<file path="src/verilog/rvc_settings.svh">
`ifndef RVC_SETTINGS_SVH
`define RVC_SETTINGS_SVH

// one fetch word, also the width of an expanded instruction
`define RVC_FETCH_W 32

// compressed instruction in the low half of the fetch word
`define RVC_CINSTR_W 16

// 1 decodes the RV64 slots, 0 the RV32 ones
`define RVC_RV64_DEFAULT 1

// x2, base of the stack relative loads and stores
`define RVC_SP_IDX 2

// x1, link register for c.jal and c.jalr
`define RVC_RA_IDX 1

`endif
</file>
<file path="src/verilog/rvc_pkg.sv">
package rvc_pkg;

	`include "rvc_settings.svh"

	// major opcodes, bits [6:2] of a 32-bit instruction
	// low two bits are always 11 and live in the encoder
	typedef enum logic [4:0] {
		opc_load     = 5'b00000,
		opc_op_imm   = 5'b00100,
		opc_op_imm32 = 5'b00110,
		opc_store    = 5'b01000,
		opc_op       = 5'b01100,
		opc_lui      = 5'b01101,
		opc_op32     = 5'b01110,
		opc_branch   = 5'b11000,
		opc_jalr     = 5'b11001,
		opc_jal      = 5'b11011,
		opc_system   = 5'b11100
	} opcode_e;

	// instruction formats
	// picks how the encoder places the fields
	typedef enum logic [2:0] {
		fmt_r = 3'd0,
		fmt_i = 3'd1,
		fmt_s = 3'd2,
		fmt_b = 3'd3,
		fmt_u = 3'd4,
		fmt_j = 3'd5
	} format_e;

	// register index, x0 to x31
	typedef logic [4:0] reg_idx_t;

	typedef logic [2:0] funct3_t;

	typedef logic [6:0] funct7_t;

	// immediate container
	// I, S use [11:0], B holds offset[12:1] in [11:0]
	// U holds imm[31:12], J holds offset[20:1]
	typedef logic [19:0] imm_t;

	// full instruction or raw fetch word
	typedef logic [`RVC_FETCH_W-1:0] instr_t;

	// 16-bit compressed instruction
	typedef logic [`RVC_CINSTR_W-1:0] cinstr_t;

endpackage

</file>
<file path="src/verilog/rvc_expand_if.sv">
`timescale 1ns/1ns

interface rvc_expand_if
	import rvc_pkg::*;
();

	// expander recognised its own quadrant
	logic claim;
	// reserved or unsupported slot inside that quadrant
	logic illegal;

	format_e fmt;
	opcode_e opcode;

	reg_idx_t rd;
	reg_idx_t rs1;
	reg_idx_t rs2;

	funct3_t funct3;
	funct7_t funct7;

	// already scaled and extended, only bit placement left
	imm_t imm;

	modport expander (
		output claim, illegal, fmt, opcode,
		output rd, rs1, rs2, funct3, funct7, imm
	);

	modport encoder (
		input claim, illegal, fmt, opcode,
		input rd, rs1, rs2, funct3, funct7, imm
	);

endinterface

</file>
<file path="src/verilog/rvc_alu_expander.sv">
`timescale 1ns/1ns
`include "rvc_settings.svh"

module rvc_alu_expander
	import rvc_pkg::*;
#(
	parameter bit RV64 = `RVC_RV64_DEFAULT
) (
	input cinstr_t instr_i,
	rvc_expand_if.expander exp
);

	logic [1:0] quad;
	logic [2:0] f3;

	reg_idx_t rd_full;
	// x8..x15 forms for the register-register group
	reg_idx_t rd_c;
	reg_idx_t rs2_c;

	// 6-bit immediate, sign extended to the container
	// also serves c.lui since U keeps imm[31:12]
	imm_t imm6_s;
	// jump offset[20:1]
	imm_t imm_j;
	// branch offset[12:1]
	imm_t imm_b;
	// c.addi16sp, multiples of 16
	imm_t imm_16sp;

	assign quad = instr_i[1:0];
	assign f3 = instr_i[15:13];

	assign rd_full = instr_i[11:7];
	assign rd_c = {2'b01, instr_i[9:7]};
	assign rs2_c = {2'b01, instr_i[4:2]};

	assign imm6_s = {{14{instr_i[12]}}, instr_i[12], instr_i[6:2]};
	assign imm_j = {{9{instr_i[12]}}, instr_i[12], instr_i[8], instr_i[10:9], instr_i[6],
		instr_i[7], instr_i[2], instr_i[11], instr_i[5:3]};
	assign imm_b = {{12{instr_i[12]}}, instr_i[12], instr_i[6:5], instr_i[2],
		instr_i[11:10], instr_i[4:3]};
	assign imm_16sp = {{10{instr_i[12]}}, instr_i[12], instr_i[4:3], instr_i[5], instr_i[2],
		instr_i[6], 4'b0000};

	always_comb begin
		exp.claim = (quad == 2'b01);
		exp.illegal = 1'b0;
		// c.addi shape unless a slot says otherwise
		exp.fmt = fmt_i;
		exp.opcode = opc_op_imm;
		exp.funct3 = 3'b000;
		exp.funct7 = '0;
		exp.rd = rd_full;
		exp.rs1 = rd_full;
		exp.rs2 = '0;
		exp.imm = imm6_s;

		case (f3)
			// c.addi
			3'b000: exp.opcode = opc_op_imm;
			3'b001: begin
				if (RV64) begin
					// c.addiw
					exp.opcode = opc_op_imm32;
				end else begin
					// c.jal, rv32 only
					exp.fmt = fmt_j;
					exp.opcode = opc_jal;
					exp.rd = reg_idx_t'(`RVC_RA_IDX);
					exp.imm = imm_j;
				end
			end
			// c.li adds to x0
			3'b010: exp.rs1 = '0;
			3'b011: begin
				if (rd_full == reg_idx_t'(`RVC_SP_IDX)) begin
					// c.addi16sp
					exp.imm = imm_16sp;
				end else begin
					// c.lui
					exp.fmt = fmt_u;
					exp.opcode = opc_lui;
				end
			end
			3'b100: begin
				exp.rd = rd_c;
				exp.rs1 = rd_c;
				case (instr_i[11:10])
					2'b00: begin
						// c.srli
						exp.funct3 = 3'b101;
						exp.imm = imm_t'({instr_i[12], instr_i[6:2]});
					end
					2'b01: begin
						// c.srai, bit 30 set
						exp.funct3 = 3'b101;
						exp.imm = imm_t'({6'b010000, instr_i[12], instr_i[6:2]});
					end
					// c.andi
					2'b10: exp.funct3 = 3'b111;
					default: begin
						exp.fmt = fmt_r;
						exp.opcode = opc_op;
						exp.rs2 = rs2_c;
						if (!instr_i[12]) begin
							// c.sub, c.xor, c.or, c.and
							exp.funct3 = {|instr_i[6:5], instr_i[6], &instr_i[6:5]};
							exp.funct7 = {1'b0, instr_i[6:5] == 2'b00, 5'b00000};
						end else if (!instr_i[6]) begin
							// c.subw, c.addw
							exp.opcode = opc_op32;
							exp.funct7 = {1'b0, ~instr_i[5], 5'b00000};
							exp.illegal = !RV64;
						end else begin
							// zcb mul and unary slot
							exp.illegal = 1'b1;
						end
					end
				endcase
			end
			3'b101: begin
				// c.j, no link
				exp.fmt = fmt_j;
				exp.opcode = opc_jal;
				exp.rd = '0;
				exp.imm = imm_j;
			end
			default: begin
				// c.beqz, c.bnez compare against x0
				exp.fmt = fmt_b;
				exp.opcode = opc_branch;
				exp.funct3 = {2'b00, f3[0]};
				exp.rs1 = rd_c;
				exp.imm = imm_b;
			end
		endcase
	end

endmodule

</file>
<file path="src/verilog/rvc_decompressor.sv">
`timescale 1ns/1ns
`include "rvc_settings.svh"

module rvc_decompressor
	import rvc_pkg::*;
#(
	parameter bit RV64 = `RVC_RV64_DEFAULT
) (
	input logic clk_i,
	input logic rst_i,
	input logic valid_i,
	input instr_t instr_i,
	output logic valid_o,
	output instr_t instr_o,
	output logic compressed_o,
	output logic illegal_o
);

	// one field bundle per expander
	rvc_expand_if mem_if ();
	rvc_expand_if alu_if ();

	// quadrants 0 and 2, loads, stores, jumps through registers
	rvc_mem_expander #(
		.RV64(RV64)
	) mem_expander_inst (
		.instr_i(instr_i[`RVC_CINSTR_W-1:0]),
		.exp(mem_if.expander)
	);

	// quadrant 1, arithmetic and control flow
	rvc_alu_expander #(
		.RV64(RV64)
	) alu_expander_inst (
		.instr_i(instr_i[`RVC_CINSTR_W-1:0]),
		.exp(alu_if.expander)
	);

	// packing and the single output register stage
	rvc_encoder encoder_inst (
		.clk_i(clk_i),
		.rst_i(rst_i),
		.valid_i(valid_i),
		.instr_i(instr_i),
		.mem(mem_if.encoder),
		.alu(alu_if.encoder),
		.valid_o(valid_o),
		.instr_o(instr_o),
		.compressed_o(compressed_o),
		.illegal_o(illegal_o)
	);

endmodule

</file>
<file path="src/verilog/rvc_encoder.sv">
`timescale 1ns/1ns

module rvc_encoder
	import rvc_pkg::*;
(
	input logic clk_i,
	input logic rst_i,
	input logic valid_i,
	input instr_t instr_i,
	rvc_expand_if.encoder mem,
	rvc_expand_if.encoder alu,
	output logic valid_o,
	output instr_t instr_o,
	output logic compressed_o,
	output logic illegal_o
);

	// fields of the expander that claimed the word
	format_e sel_fmt;
	opcode_e sel_opcode;
	reg_idx_t sel_rd;
	reg_idx_t sel_rs1;
	reg_idx_t sel_rs2;
	funct3_t sel_funct3;
	funct7_t sel_funct7;
	imm_t sel_imm;
	logic sel_illegal;

	// no claim means the low bits were 11
	logic claimed;
	instr_t packed_word;
	instr_t next_word;

	assign claimed = mem.claim | alu.claim;

	// quadrants are disjoint, at most one claim
	always_comb begin
		if (mem.claim) begin
			sel_fmt = mem.fmt;
			sel_opcode = mem.opcode;
			sel_rd = mem.rd;
			sel_rs1 = mem.rs1;
			sel_rs2 = mem.rs2;
			sel_funct3 = mem.funct3;
			sel_funct7 = mem.funct7;
			sel_imm = mem.imm;
			sel_illegal = mem.illegal;
		end else begin
			sel_fmt = alu.fmt;
			sel_opcode = alu.opcode;
			sel_rd = alu.rd;
			sel_rs1 = alu.rs1;
			sel_rs2 = alu.rs2;
			sel_funct3 = alu.funct3;
			sel_funct7 = alu.funct7;
			sel_imm = alu.imm;
			sel_illegal = alu.claim & alu.illegal;
		end
	end

	always_comb begin
		case (sel_fmt)
			fmt_r: packed_word = {sel_funct7, sel_rs2, sel_rs1, sel_funct3, sel_rd, sel_opcode,
				2'b11};
			fmt_i: packed_word = {sel_imm[11:0], sel_rs1, sel_funct3, sel_rd, sel_opcode, 2'b11};
			fmt_s: packed_word = {sel_imm[11:5], sel_rs2, sel_rs1, sel_funct3, sel_imm[4:0],
				sel_opcode, 2'b11};
			// offset[12|10:5] high, offset[4:1|11] low
			fmt_b: packed_word = {sel_imm[11], sel_imm[9:4], sel_rs2, sel_rs1, sel_funct3,
				sel_imm[3:0], sel_imm[10], sel_opcode, 2'b11};
			fmt_u: packed_word = {sel_imm, sel_rd, sel_opcode, 2'b11};
			// offset[20|10:1|11|19:12]
			fmt_j: packed_word = {sel_imm[19], sel_imm[9:0], sel_imm[10], sel_imm[18:11], sel_rd,
				sel_opcode, 2'b11};
			default: packed_word = '0;
		endcase
	end

	// uncompressed words go through untouched
	assign next_word = claimed ? packed_word : instr_i;

	always_ff @(posedge clk_i) begin
		if (rst_i) begin
			valid_o <= 1'b0;
			compressed_o <= 1'b0;
			illegal_o <= 1'b0;
		end else begin
			valid_o <= valid_i;
			if (valid_i) begin
				compressed_o <= claimed;
				illegal_o <= sel_illegal;
			end
		end
	end

	// result word, only meaningful with valid_o
	always_ff @(posedge clk_i) begin
		if (valid_i) begin
			instr_o <= next_word;
		end
	end

endmodule

</file>
<file path="src/verilog/rvc_mem_expander.sv">
`timescale 1ns/1ns
`include "rvc_settings.svh"

module rvc_mem_expander
	import rvc_pkg::*;
#(
	parameter bit RV64 = `RVC_RV64_DEFAULT
) (
	input cinstr_t instr_i,
	rvc_expand_if.expander exp
);

	logic [1:0] quad;
	logic [2:0] f3;

	// full register fields, quadrant 2
	reg_idx_t rd_full;
	reg_idx_t rs2_full;

	// 3-bit register fields map onto x8..x15, quadrant 0
	reg_idx_t rd_c;
	reg_idx_t rs1_c;

	reg_idx_t sp_idx;
	reg_idx_t ra_idx;

	assign quad = instr_i[1:0];
	assign f3 = instr_i[15:13];

	assign rd_full = instr_i[11:7];
	assign rs2_full = instr_i[6:2];
	assign rd_c = {2'b01, instr_i[4:2]};
	assign rs1_c = {2'b01, instr_i[9:7]};

	assign sp_idx = reg_idx_t'(`RVC_SP_IDX);
	assign ra_idx = reg_idx_t'(`RVC_RA_IDX);

	always_comb begin
		exp.claim = (quad == 2'b00) || (quad == 2'b10);
		exp.illegal = 1'b0;
		exp.fmt = fmt_i;
		exp.opcode = opc_load;
		// width of every load and store follows f3[1:0]
		exp.funct3 = {1'b0, f3[1:0]};
		exp.funct7 = '0;
		exp.rd = '0;
		exp.rs1 = '0;
		exp.rs2 = '0;
		exp.imm = '0;

		if (quad == 2'b00) begin
			exp.rd = rd_c;
			exp.rs1 = rs1_c;
			exp.rs2 = rd_c;
			case (f3)
				3'b000: begin
					// c.addi4spn, offset scaled by 4
					exp.opcode = opc_op_imm;
					exp.rs1 = sp_idx;
					exp.imm = imm_t'({instr_i[10:7], instr_i[12:11], instr_i[5], instr_i[6], 2'b00});
					// all-zero word is the defined illegal instruction
					exp.illegal = (instr_i[12:2] == '0);
				end
				3'b010: begin
					// c.lw
					exp.imm = imm_t'({instr_i[5], instr_i[12:10], instr_i[6], 2'b00});
				end
				3'b011: begin
					// c.ld, flw slot on rv32
					exp.imm = imm_t'({instr_i[6:5], instr_i[12:10], 3'b000});
					exp.illegal = !RV64;
				end
				3'b110: begin
					// c.sw
					exp.fmt = fmt_s;
					exp.opcode = opc_store;
					exp.imm = imm_t'({instr_i[5], instr_i[12:10], instr_i[6], 2'b00});
				end
				3'b111: begin
					// c.sd, fsw slot on rv32
					exp.fmt = fmt_s;
					exp.opcode = opc_store;
					exp.imm = imm_t'({instr_i[6:5], instr_i[12:10], 3'b000});
					exp.illegal = !RV64;
				end
				// fld, fsd and the zcb slot
				default: exp.illegal = 1'b1;
			endcase
		end else if (quad == 2'b10) begin
			exp.rd = rd_full;
			exp.rs1 = sp_idx;
			exp.rs2 = rs2_full;
			case (f3)
				3'b000: begin
					// c.slli, shamt zero extended
					exp.opcode = opc_op_imm;
					exp.funct3 = 3'b001;
					exp.rs1 = rd_full;
					exp.imm = imm_t'({instr_i[12], instr_i[6:2]});
				end
				3'b010: begin
					// c.lwsp
					exp.imm = imm_t'({instr_i[3:2], instr_i[12], instr_i[6:4], 2'b00});
				end
				3'b011: begin
					// c.ldsp
					exp.imm = imm_t'({instr_i[4:2], instr_i[12], instr_i[6:5], 3'b000});
					exp.illegal = !RV64;
				end
				3'b100: begin
					if (rs2_full != '0) begin
						// c.mv reads x0, c.add reads rd
						exp.fmt = fmt_r;
						exp.opcode = opc_op;
						exp.rs1 = instr_i[12] ? rd_full : '0;
					end else if (rd_full != '0) begin
						// c.jr, c.jalr links through ra
						exp.opcode = opc_jalr;
						exp.rd = instr_i[12] ? ra_idx : '0;
						exp.rs1 = rd_full;
					end else begin
						// c.ebreak, jr x0 is reserved
						exp.opcode = opc_system;
						exp.rs1 = '0;
						exp.imm = imm_t'(1);
						exp.illegal = !instr_i[12];
					end
				end
				3'b110: begin
					// c.swsp
					exp.fmt = fmt_s;
					exp.opcode = opc_store;
					exp.imm = imm_t'({instr_i[8:7], instr_i[12:9], 2'b00});
				end
				3'b111: begin
					// c.sdsp
					exp.fmt = fmt_s;
					exp.opcode = opc_store;
					exp.imm = imm_t'({instr_i[9:7], instr_i[12:10], 3'b000});
					exp.illegal = !RV64;
				end
				// fldsp, fsdsp
				default: exp.illegal = 1'b1;
			endcase
		end
	end

endmodule

</file>
<file path="config.mk">
export PLATFORM = sky130hd
export DESIGN_NAME = rvc_decompressor
export DESIGN_NICKNAME = d
export VERILOG_FILES = /design/src/verilog/rvc_pkg.sv /design/src/verilog/rvc_expand_if.sv /design/src/verilog/rvc_alu_expander.sv /design/src/verilog/rvc_decompressor.sv /design/src/verilog/rvc_encoder.sv /design/src/verilog/rvc_mem_expander.sv
export VERILOG_INCLUDE_DIRS = /design/src /design/src/verilog
export SDC_FILE = /design/constraint.sdc
export NUM_CORES = 1
export LEC_CHECK = 0
export BUFFER_PORTS_ARGS = -buffer_cell sky130_fd_sc_hd__buf_2
export CAP_MARGIN = 20
export CORE_MARGIN = 8
export CORE_UTILIZATION = 50
export CTS_CLUSTER_DIAMETER = 100
export DETAILED_ROUTE_END_ITERATION = 10
export PLACE_DENSITY = 0.77
export SLEW_MARGIN = 25
export SYNTH_ARGS = -nofsm -noshare
export SYNTH_HDL_FRONTEND = slang
export SYNTH_SLANG_ARGS = --single-unit
</file>
<file path="constraint.sdc">
create_clock -name clk_i -period 4.9 [get_ports clk_i]
set_input_delay 0 -clock clk_i [delete_from_list [all_inputs] [get_ports clk_i]]
set_output_delay 0 -clock clk_i [all_outputs]
set_load 0.1 [all_outputs]
</file>
==> results.sh, run 1 <==
export IMPL_drtIter0Drc=471
export IMPL_drive_above_1_share_pct=23.1
export IMPL_design_area_mm2=0.00343
export IMPL_vias=3378
export IMPL_die_w_um=93.0
export IMPL_r2r_setup_slack_ps=4190
export IMPL_synth_compound_area_share_pct=35.0
export IMPL_critPathRequiredTime_ps=4910
export IMPL_clk_pin_slew_ps=80
export IMPL_start_util_pct=51.0
export IMPL_fin_cells=490
export IMPL_drc=0
export IMPL_top_layer="met4"
export IMPL_finalCriticalPeriod_ps=2600
export IMPL_wl_met1_mm=4.46
export IMPL_maxCapViolCount=0
export IMPL_dpl_worst_slack_ps=2010
export IMPL_synth_top_area_cell="edfxtp_1"
export IMPL_wl_per_cell_um=22.8
export IMPL_place_hpwl_mm=7.93
export IMPL_path_max_fanout=32
export IMPL_die_area_mm2=0.00865
export IMPL_final_nets=449
export IMPL_met3_wirelength_mm=1.37
export IMPL_drt_pass1_iter_count=8
export IMPL_setup_viol=0
export IMPL_antenna_found_initial=0
export IMPL_drv_slew=0
export IMPL_synthDistinctLibCells=64
export IMPL_rr_endpoint="encoder_inst.illegal_o"
export IMPL_grt_overflow_total=0
export IMPL_wl_mm=11.2
export IMPL_yosys_warnings=0
export IMPL_syn_instance_count=366
export IMPL_synthSimpleGateAreaFrac_pct=21.0
export IMPL_yosysMostFrequentCell="nand2_1"
export IMPL_clk_latency_ps=290
export IMPL_worst_slack_ps=2300
export IMPL_grt_pass1_vias=3259
export IMPL_rsz0062_at_grt="false"
export IMPL_viasPerCell=6.89
export IMPL_fin_hold_ws_ps=2.41
export IMPL_root_buffer="clkbuf_8"
export IMPL_cts_resized_gates=0
export IMPL_crit_start="instr_i[13]"
export IMPL_yosysTopAreaCellShare_pct=32.4
export IMPL_yosys_top_cells_count="nand2_1, nor2_1, a21oi_1, edfxtp_1, o21ai_0"
export IMPL_synth_seq_cells=35
export IMPL_io_pins=70
export IMPL_min_period_over_period_pct=53.0
export IMPL_worst_slew_pin_slew_ps=815
export IMPL_cts_buffers=5
export IMPL_max_slew_margin_pct=45.6
export IMPL_ys_seq_area_share_pct=34.4
export IMPL_rows=28
export IMPL_grt_usage_pct=25.2
export IMPL_synth_edf_count=32
export IMPL_hp_class="in -> reg"
export IMPL_fillers=544
export IMPL_synth_mux_area_share_pct=3.25
export IMPL_grt_max_degree=38
export IMPL_ys_flop_type="edfxtp_1"
export IMPL_setup_tns_ps=0
export IMPL_antenna_diode_count=0
export IMPL_fmax_mhz=385
export IMPL_die_h_um=93.0
export IMPL_cellPowerDensity_mw_per_mm2=327
export IMPL_ant_nets=0
export IMPL_clock_skew_ps=0
export IMPL_yosys_top_cells_area="edfxtp_1, a21oi_1, nand2_1"
export IMPL_gp_congestion=0.995
export IMPL_netlist_area_mm2=0.00297
export IMPL_peakVddDrop_v=0.000187
export IMPL_start_kind="input port"
export IMPL_synth_top_family_by_area="compound AO/OA/AOI/OAI gates"
export IMPL_arrival_ps=2600
export IMPL_r2r_cells=2
export IMPL_grt_pass1_wl_mm=17.3
export IMPL_leakagePower_nw=1.29
export IMPL_met2_wirelength_mm=4.78
export IMPL_r2r_start="encoder_inst.illegal_o"
export IMPL_syn_area_per_cell_um2=8.11
export IMPL_synth_async_reset_ratio_pct=0
export IMPL_run_status="complete, no violations"
export IMPL_htreeDepth=2
export IMPL_end_kind="register"
export IMPL_core_area_mm2=0.00582
export IMPL_synth_xor_area_share_pct=0.295
export IMPL_synthAdderAreaFrac_pct=0
export IMPL_dp_cells=480
export IMPL_cts_tree="yes"
export IMPL_critPathKind="in -> reg"
export IMPL_area_delta_synth_final_pct=15.8
export IMPL_clock_sinks=35
export IMPL_hold_viol_final=0
export IMPL_placed_area_mm2=0.00329
export IMPL_port_buffers=69
export IMPL_clock_path_buffers=2
export IMPL_worstSetupEndpoint="encoder_inst.instr_o[21]"
[worst min-delay path by stage]
| stage | from | to | slack [ps] | depth (start not counted) |
|---|---|---|---|---|
| after floorplan | rst_i | encoder_inst.valid_o | 70 | 1 |
| after global routing | instr_i[29] | encoder_inst.instr_o[29] | 10 | 2 |
| after detailed placement | rst_i | encoder_inst.valid_o | 200 | 2 |
| after global placement | rst_i | encoder_inst.valid_o | 200 | 2 |
| after CTS | instr_i[29] | encoder_inst.instr_o[29] | 0.8 | 2 |
| final | instr_i[29] | encoder_inst.instr_o[29] | 2 | 2 |
[registers in the layout, summed over array words and instances, names as in the netlist]
signal / count
encoder_inst.compressed_o: 1
encoder_inst.illegal_o: 1
encoder_inst.instr_o: 32
encoder_inst.valid_o: 1
[per-stage QoR]
stage	util, %	power [mW]
floorplan	-	0.752
global placement	56.6	0.851
detailed placement	56.6	0.852
CTS	58.9	1.12
global route	59.1	1.16
finish	59.1	1.12
[power breakdown]
group | switching [mW] | internal, mW | total (mW)
Combinational | 0.386 | 0.0972 | 0.483
Clock | 0.116 | 0.152 | 0.267
Sequential | 0.00701 | 0.364 | 0.371
Total | 0.509 | 0.613 | 1.12
[cells by family after synthesis]
group,count (synthesis)
compound gates,147
mux,9
buf+inv,44
xor+xnor,1
other cells,1
flops,35
simple gates,129
[critical path, cell delays in order]
cell and delay (ps):
buf_2 500, and3b_1 310, a21boi_0 550, a2bb2oi_4 310
nor2_2 80, a222oi_1 650, o22ai_1 180
[cell type report]
| cell class | instances | area [um2] | area share [%] |
|---|---|---|---|
| Clock inverter | 3 | 43.8 | 1.28 |
| Inverter | 10 | 37.5 | 1.09 |
| Sequential cell | 35 | 1020 | 29.7 |
| Tap cell | 75 | 93.8 | 2.73 |
| Clock buffer | 5 | 68.8 | 2.00 |
| Timing Repair Buffer | 74 | 388 | 11.3 |
| Multi-Input combinational cell | 288 | 1780 | 51.9 |
[placed cells by master, fill, tap and decap left out, types with 5 or more instances in the layout]
master / n
buf_2: 69
nand2_1: 40
nor2_1: 35
a21oi_1: 32
edfxtp_1: 32
o21ai_0: 28
nand3_1: 12
inv_1: 10
a31oi_1: 10
o22ai_1: 8
nor2b_1: 7
nand2b_1: 7
o21a_1: 6
o22a_1: 6
nor4_1: 5
a41oi_1: 5
mux2_2: 5
a32oi_1: 5
clkbuf_8: 5
[per-layer routing]
metal  global-route usage [%]  vias up
met3                     6.81       57
met4                     14.8        0
met5                        0        -
li1                         -     1500
met2                     36.4      270
met1                     33.0     1551
[timing repair]
item                                    CTS  global route
buffers inserted                          0             0
endpoints found under the hold margin     4             0
endpoints found under the setup margin    0             0
hold buffers                              2             0
No activity file was read; power rests on OpenSTA's default activity.
==> run 2, diff against run 1 <==
==> constraint.sdc (replaced) <==
create_clock -name clk_i -period 2.6 [get_ports clk_i]
set_input_delay 0 -clock clk_i [delete_from_list [all_inputs] [get_ports clk_i]]
set_output_delay 0 -clock clk_i [all_outputs]
set_load 0.1 [all_outputs]
==> run 2 against run 1 <==
Register-to-register slack lost 2300 ps; setup slack got worse by 1700 ps; non-clock buffer count increased by 22; final area is 3.9% higher; clock skew did not move; clock power rose by 58%.
==> results.sh, run 2 (same netlist as run 1, synthesis figures left out) <==
export IMPL_r2r_cells=2
export IMPL_wl_mm=11.8
export IMPL_ant_nets=0
export IMPL_root_buffer="clkbuf_8"
export IMPL_setup_tns_ps=0
export IMPL_clock_path_buffers=2
export IMPL_critPathKind="in -> reg"
export IMPL_die_w_um=93.0
export IMPL_antenna_diode_count=0
export IMPL_area_delta_synth_final_pct=20.3
export IMPL_drive_above_1_share_pct=26.8
export IMPL_run_status="complete, no violations"
export IMPL_drc=0
export IMPL_worst_slack_ps=575
export IMPL_start_kind="input port"
export IMPL_grt_usage_pct=27.2
export IMPL_grt_pass1_wl_mm=18.6
export IMPL_rows=28
export IMPL_io_pins=70
export IMPL_p_sw_uw=958
export IMPL_gp_congestion=1.03
export IMPL_p_seq_share_pct=33.9
export IMPL_antenna_found_initial=0
export IMPL_worstHoldPathCells=2
export IMPL_die_h_um=93.0
export IMPL_cts_buffers=5
export IMPL_die_area_mm2=0.00865
export IMPL_port_buffers=69
export IMPL_min_period_over_period_pct=77.9
export IMPL_worst_slew_pin_slew_ps=834
export IMPL_critPathRequiredTime_ps=2720
export IMPL_cellPowerDensity_mw_per_mm2=578
export IMPL_pwr_share_comb_pct=45.6
export IMPL_grt_overflow_total=0
export IMPL_largest_register="encoder_inst.instr_o"
export IMPL_drtIter0Drc=548
export IMPL_drv_slew=0
export IMPL_grt_pass1_vias=3440
export IMPL_grt_max_degree=38
export IMPL_viasPerCell=6.71
export IMPL_finalCriticalPeriod_ps=2020
export IMPL_clock_skew_ps=0
export IMPL_final_cell_mix="buf_2, nand2_1, nor2_1"
export IMPL_largest_reg_flops=32
export IMPL_path_max_fanout=14
export IMPL_wl_per_cell_um=23.1
export IMPL_clk_pin_slew_ps=70
export IMPL_rsz0062_at_grt="false"
export IMPL_clk_latency_ps=280
export IMPL_internal_power_mw=1.10
export IMPL_leakagePower_nw=1.39
export IMPL_setup_viol=0
export IMPL_htreeDepth=2
export IMPL_cts_tree="yes"
export IMPL_start_util_pct=51.0
export IMPL_dpl_worst_slack_ps=345
export IMPL_clock_sinks=35
export IMPL_clockPowerShare_pct=20.5
export IMPL_hold_viol_final=0
export IMPL_vias=3433
export IMPL_end_kind="register"
export IMPL_swShare_pct=46.4
export IMPL_fmax_mhz=494
export IMPL_place_hpwl_mm=8.36
export IMPL_max_slew_margin_pct=43.9
export IMPL_hp_class="in -> reg"
export IMPL_arrival_ps=2150
export IMPL_final_common_cell="buf_2"
export IMPL_maxCapViolCount=0
export IMPL_final_nets=471
export IMPL_peakVddDrop_v=0.000377
export IMPL_drt_pass1_iter_count=8
export IMPL_cts_resized_gates=0
export IMPL_core_area_mm2=0.00582
-- run 2: cell types whose count changed in the layout (fill, tap and decap cells not counted), sizes merged --
cell,change
buf,+22
bufinv,-1
clkbuf,+2
clkinv,-1
-- run 2: critical path: stages --
cell and delay (ps):
buf_2 190, or3b_4 470, o21ai_4 240, a21boi_0 710, o21ai_0 270, a41oi_1 270
-- run 2: final timing paths --
| path | startpoint | end | slack, ps |
|---|---|---|---|
| setup / recovery | instr_i[13] | encoder_inst.instr_o[23] | 580 |
| hold / removal | instr_i[22] | encoder_inst.instr_o[22] | 10 |
| setup reg to reg | encoder_inst.compressed_o | encoder_inst.compressed_o | 1890 |
| hold reg to reg | encoder_inst.compressed_o | encoder_inst.compressed_o | 490 |
-- run 2: what timing repair did --
action                                 in CTS  in global routing
hold buffers                                2                  0
endpoints found under the hold margin       4                  0
setup buffers                               0                  0
-- run 2: cell type report --
cell class / count / area [um2]
Clock inverter: 1 / 5.00
Clock buffer: 7 / 86.3
Timing Repair Buffer: 96 / 553
Fill cell: 541 / 2250
Sequential cell: 35 / 1020
Tap cell: 75 / 93.8
Multi-Input combinational cell: 288 / 1770
Inverter: 10 / 37.5
-- run 2: metal layers --
layer,part of all wire [%],track usage (%),vias to the layer above
li1,-,-,1541
met1,39,34.6,1551
met2,44,40.8,288
met3,13,7.53,53
met4,4.6,14.9,0
met5,0,0,-
-- run 2: power by group through the flow --
stage | combinational (mW) | sequential, mW | clock (mW)
finish | 0.941 | 0.699 | 0.422
detailed placement | 0.920 | 0.712 | 0
CTS | 0.925 | 0.699 | 0.425
floorplan | 0.279 | 1.14 | 0
global placement | 0.923 | 0.710 | 0
global route | 0.977 | 0.706 | 0.443
-- run 2: per-stage QoR --
step	std cells	power (mW)	utilization, %	hold slack [ps]	cell area, um2
floorplan	367	1.42	-	71.6	2970
global placement	502	1.63	59.5	205	3460
detailed placement	502	1.63	59.5	206	3460
CTS	512	2.05	61.4	6.75	3570
global route	512	2.13	61.4	10.1	3570
finish	512	2.06	61.4	11.2	3570
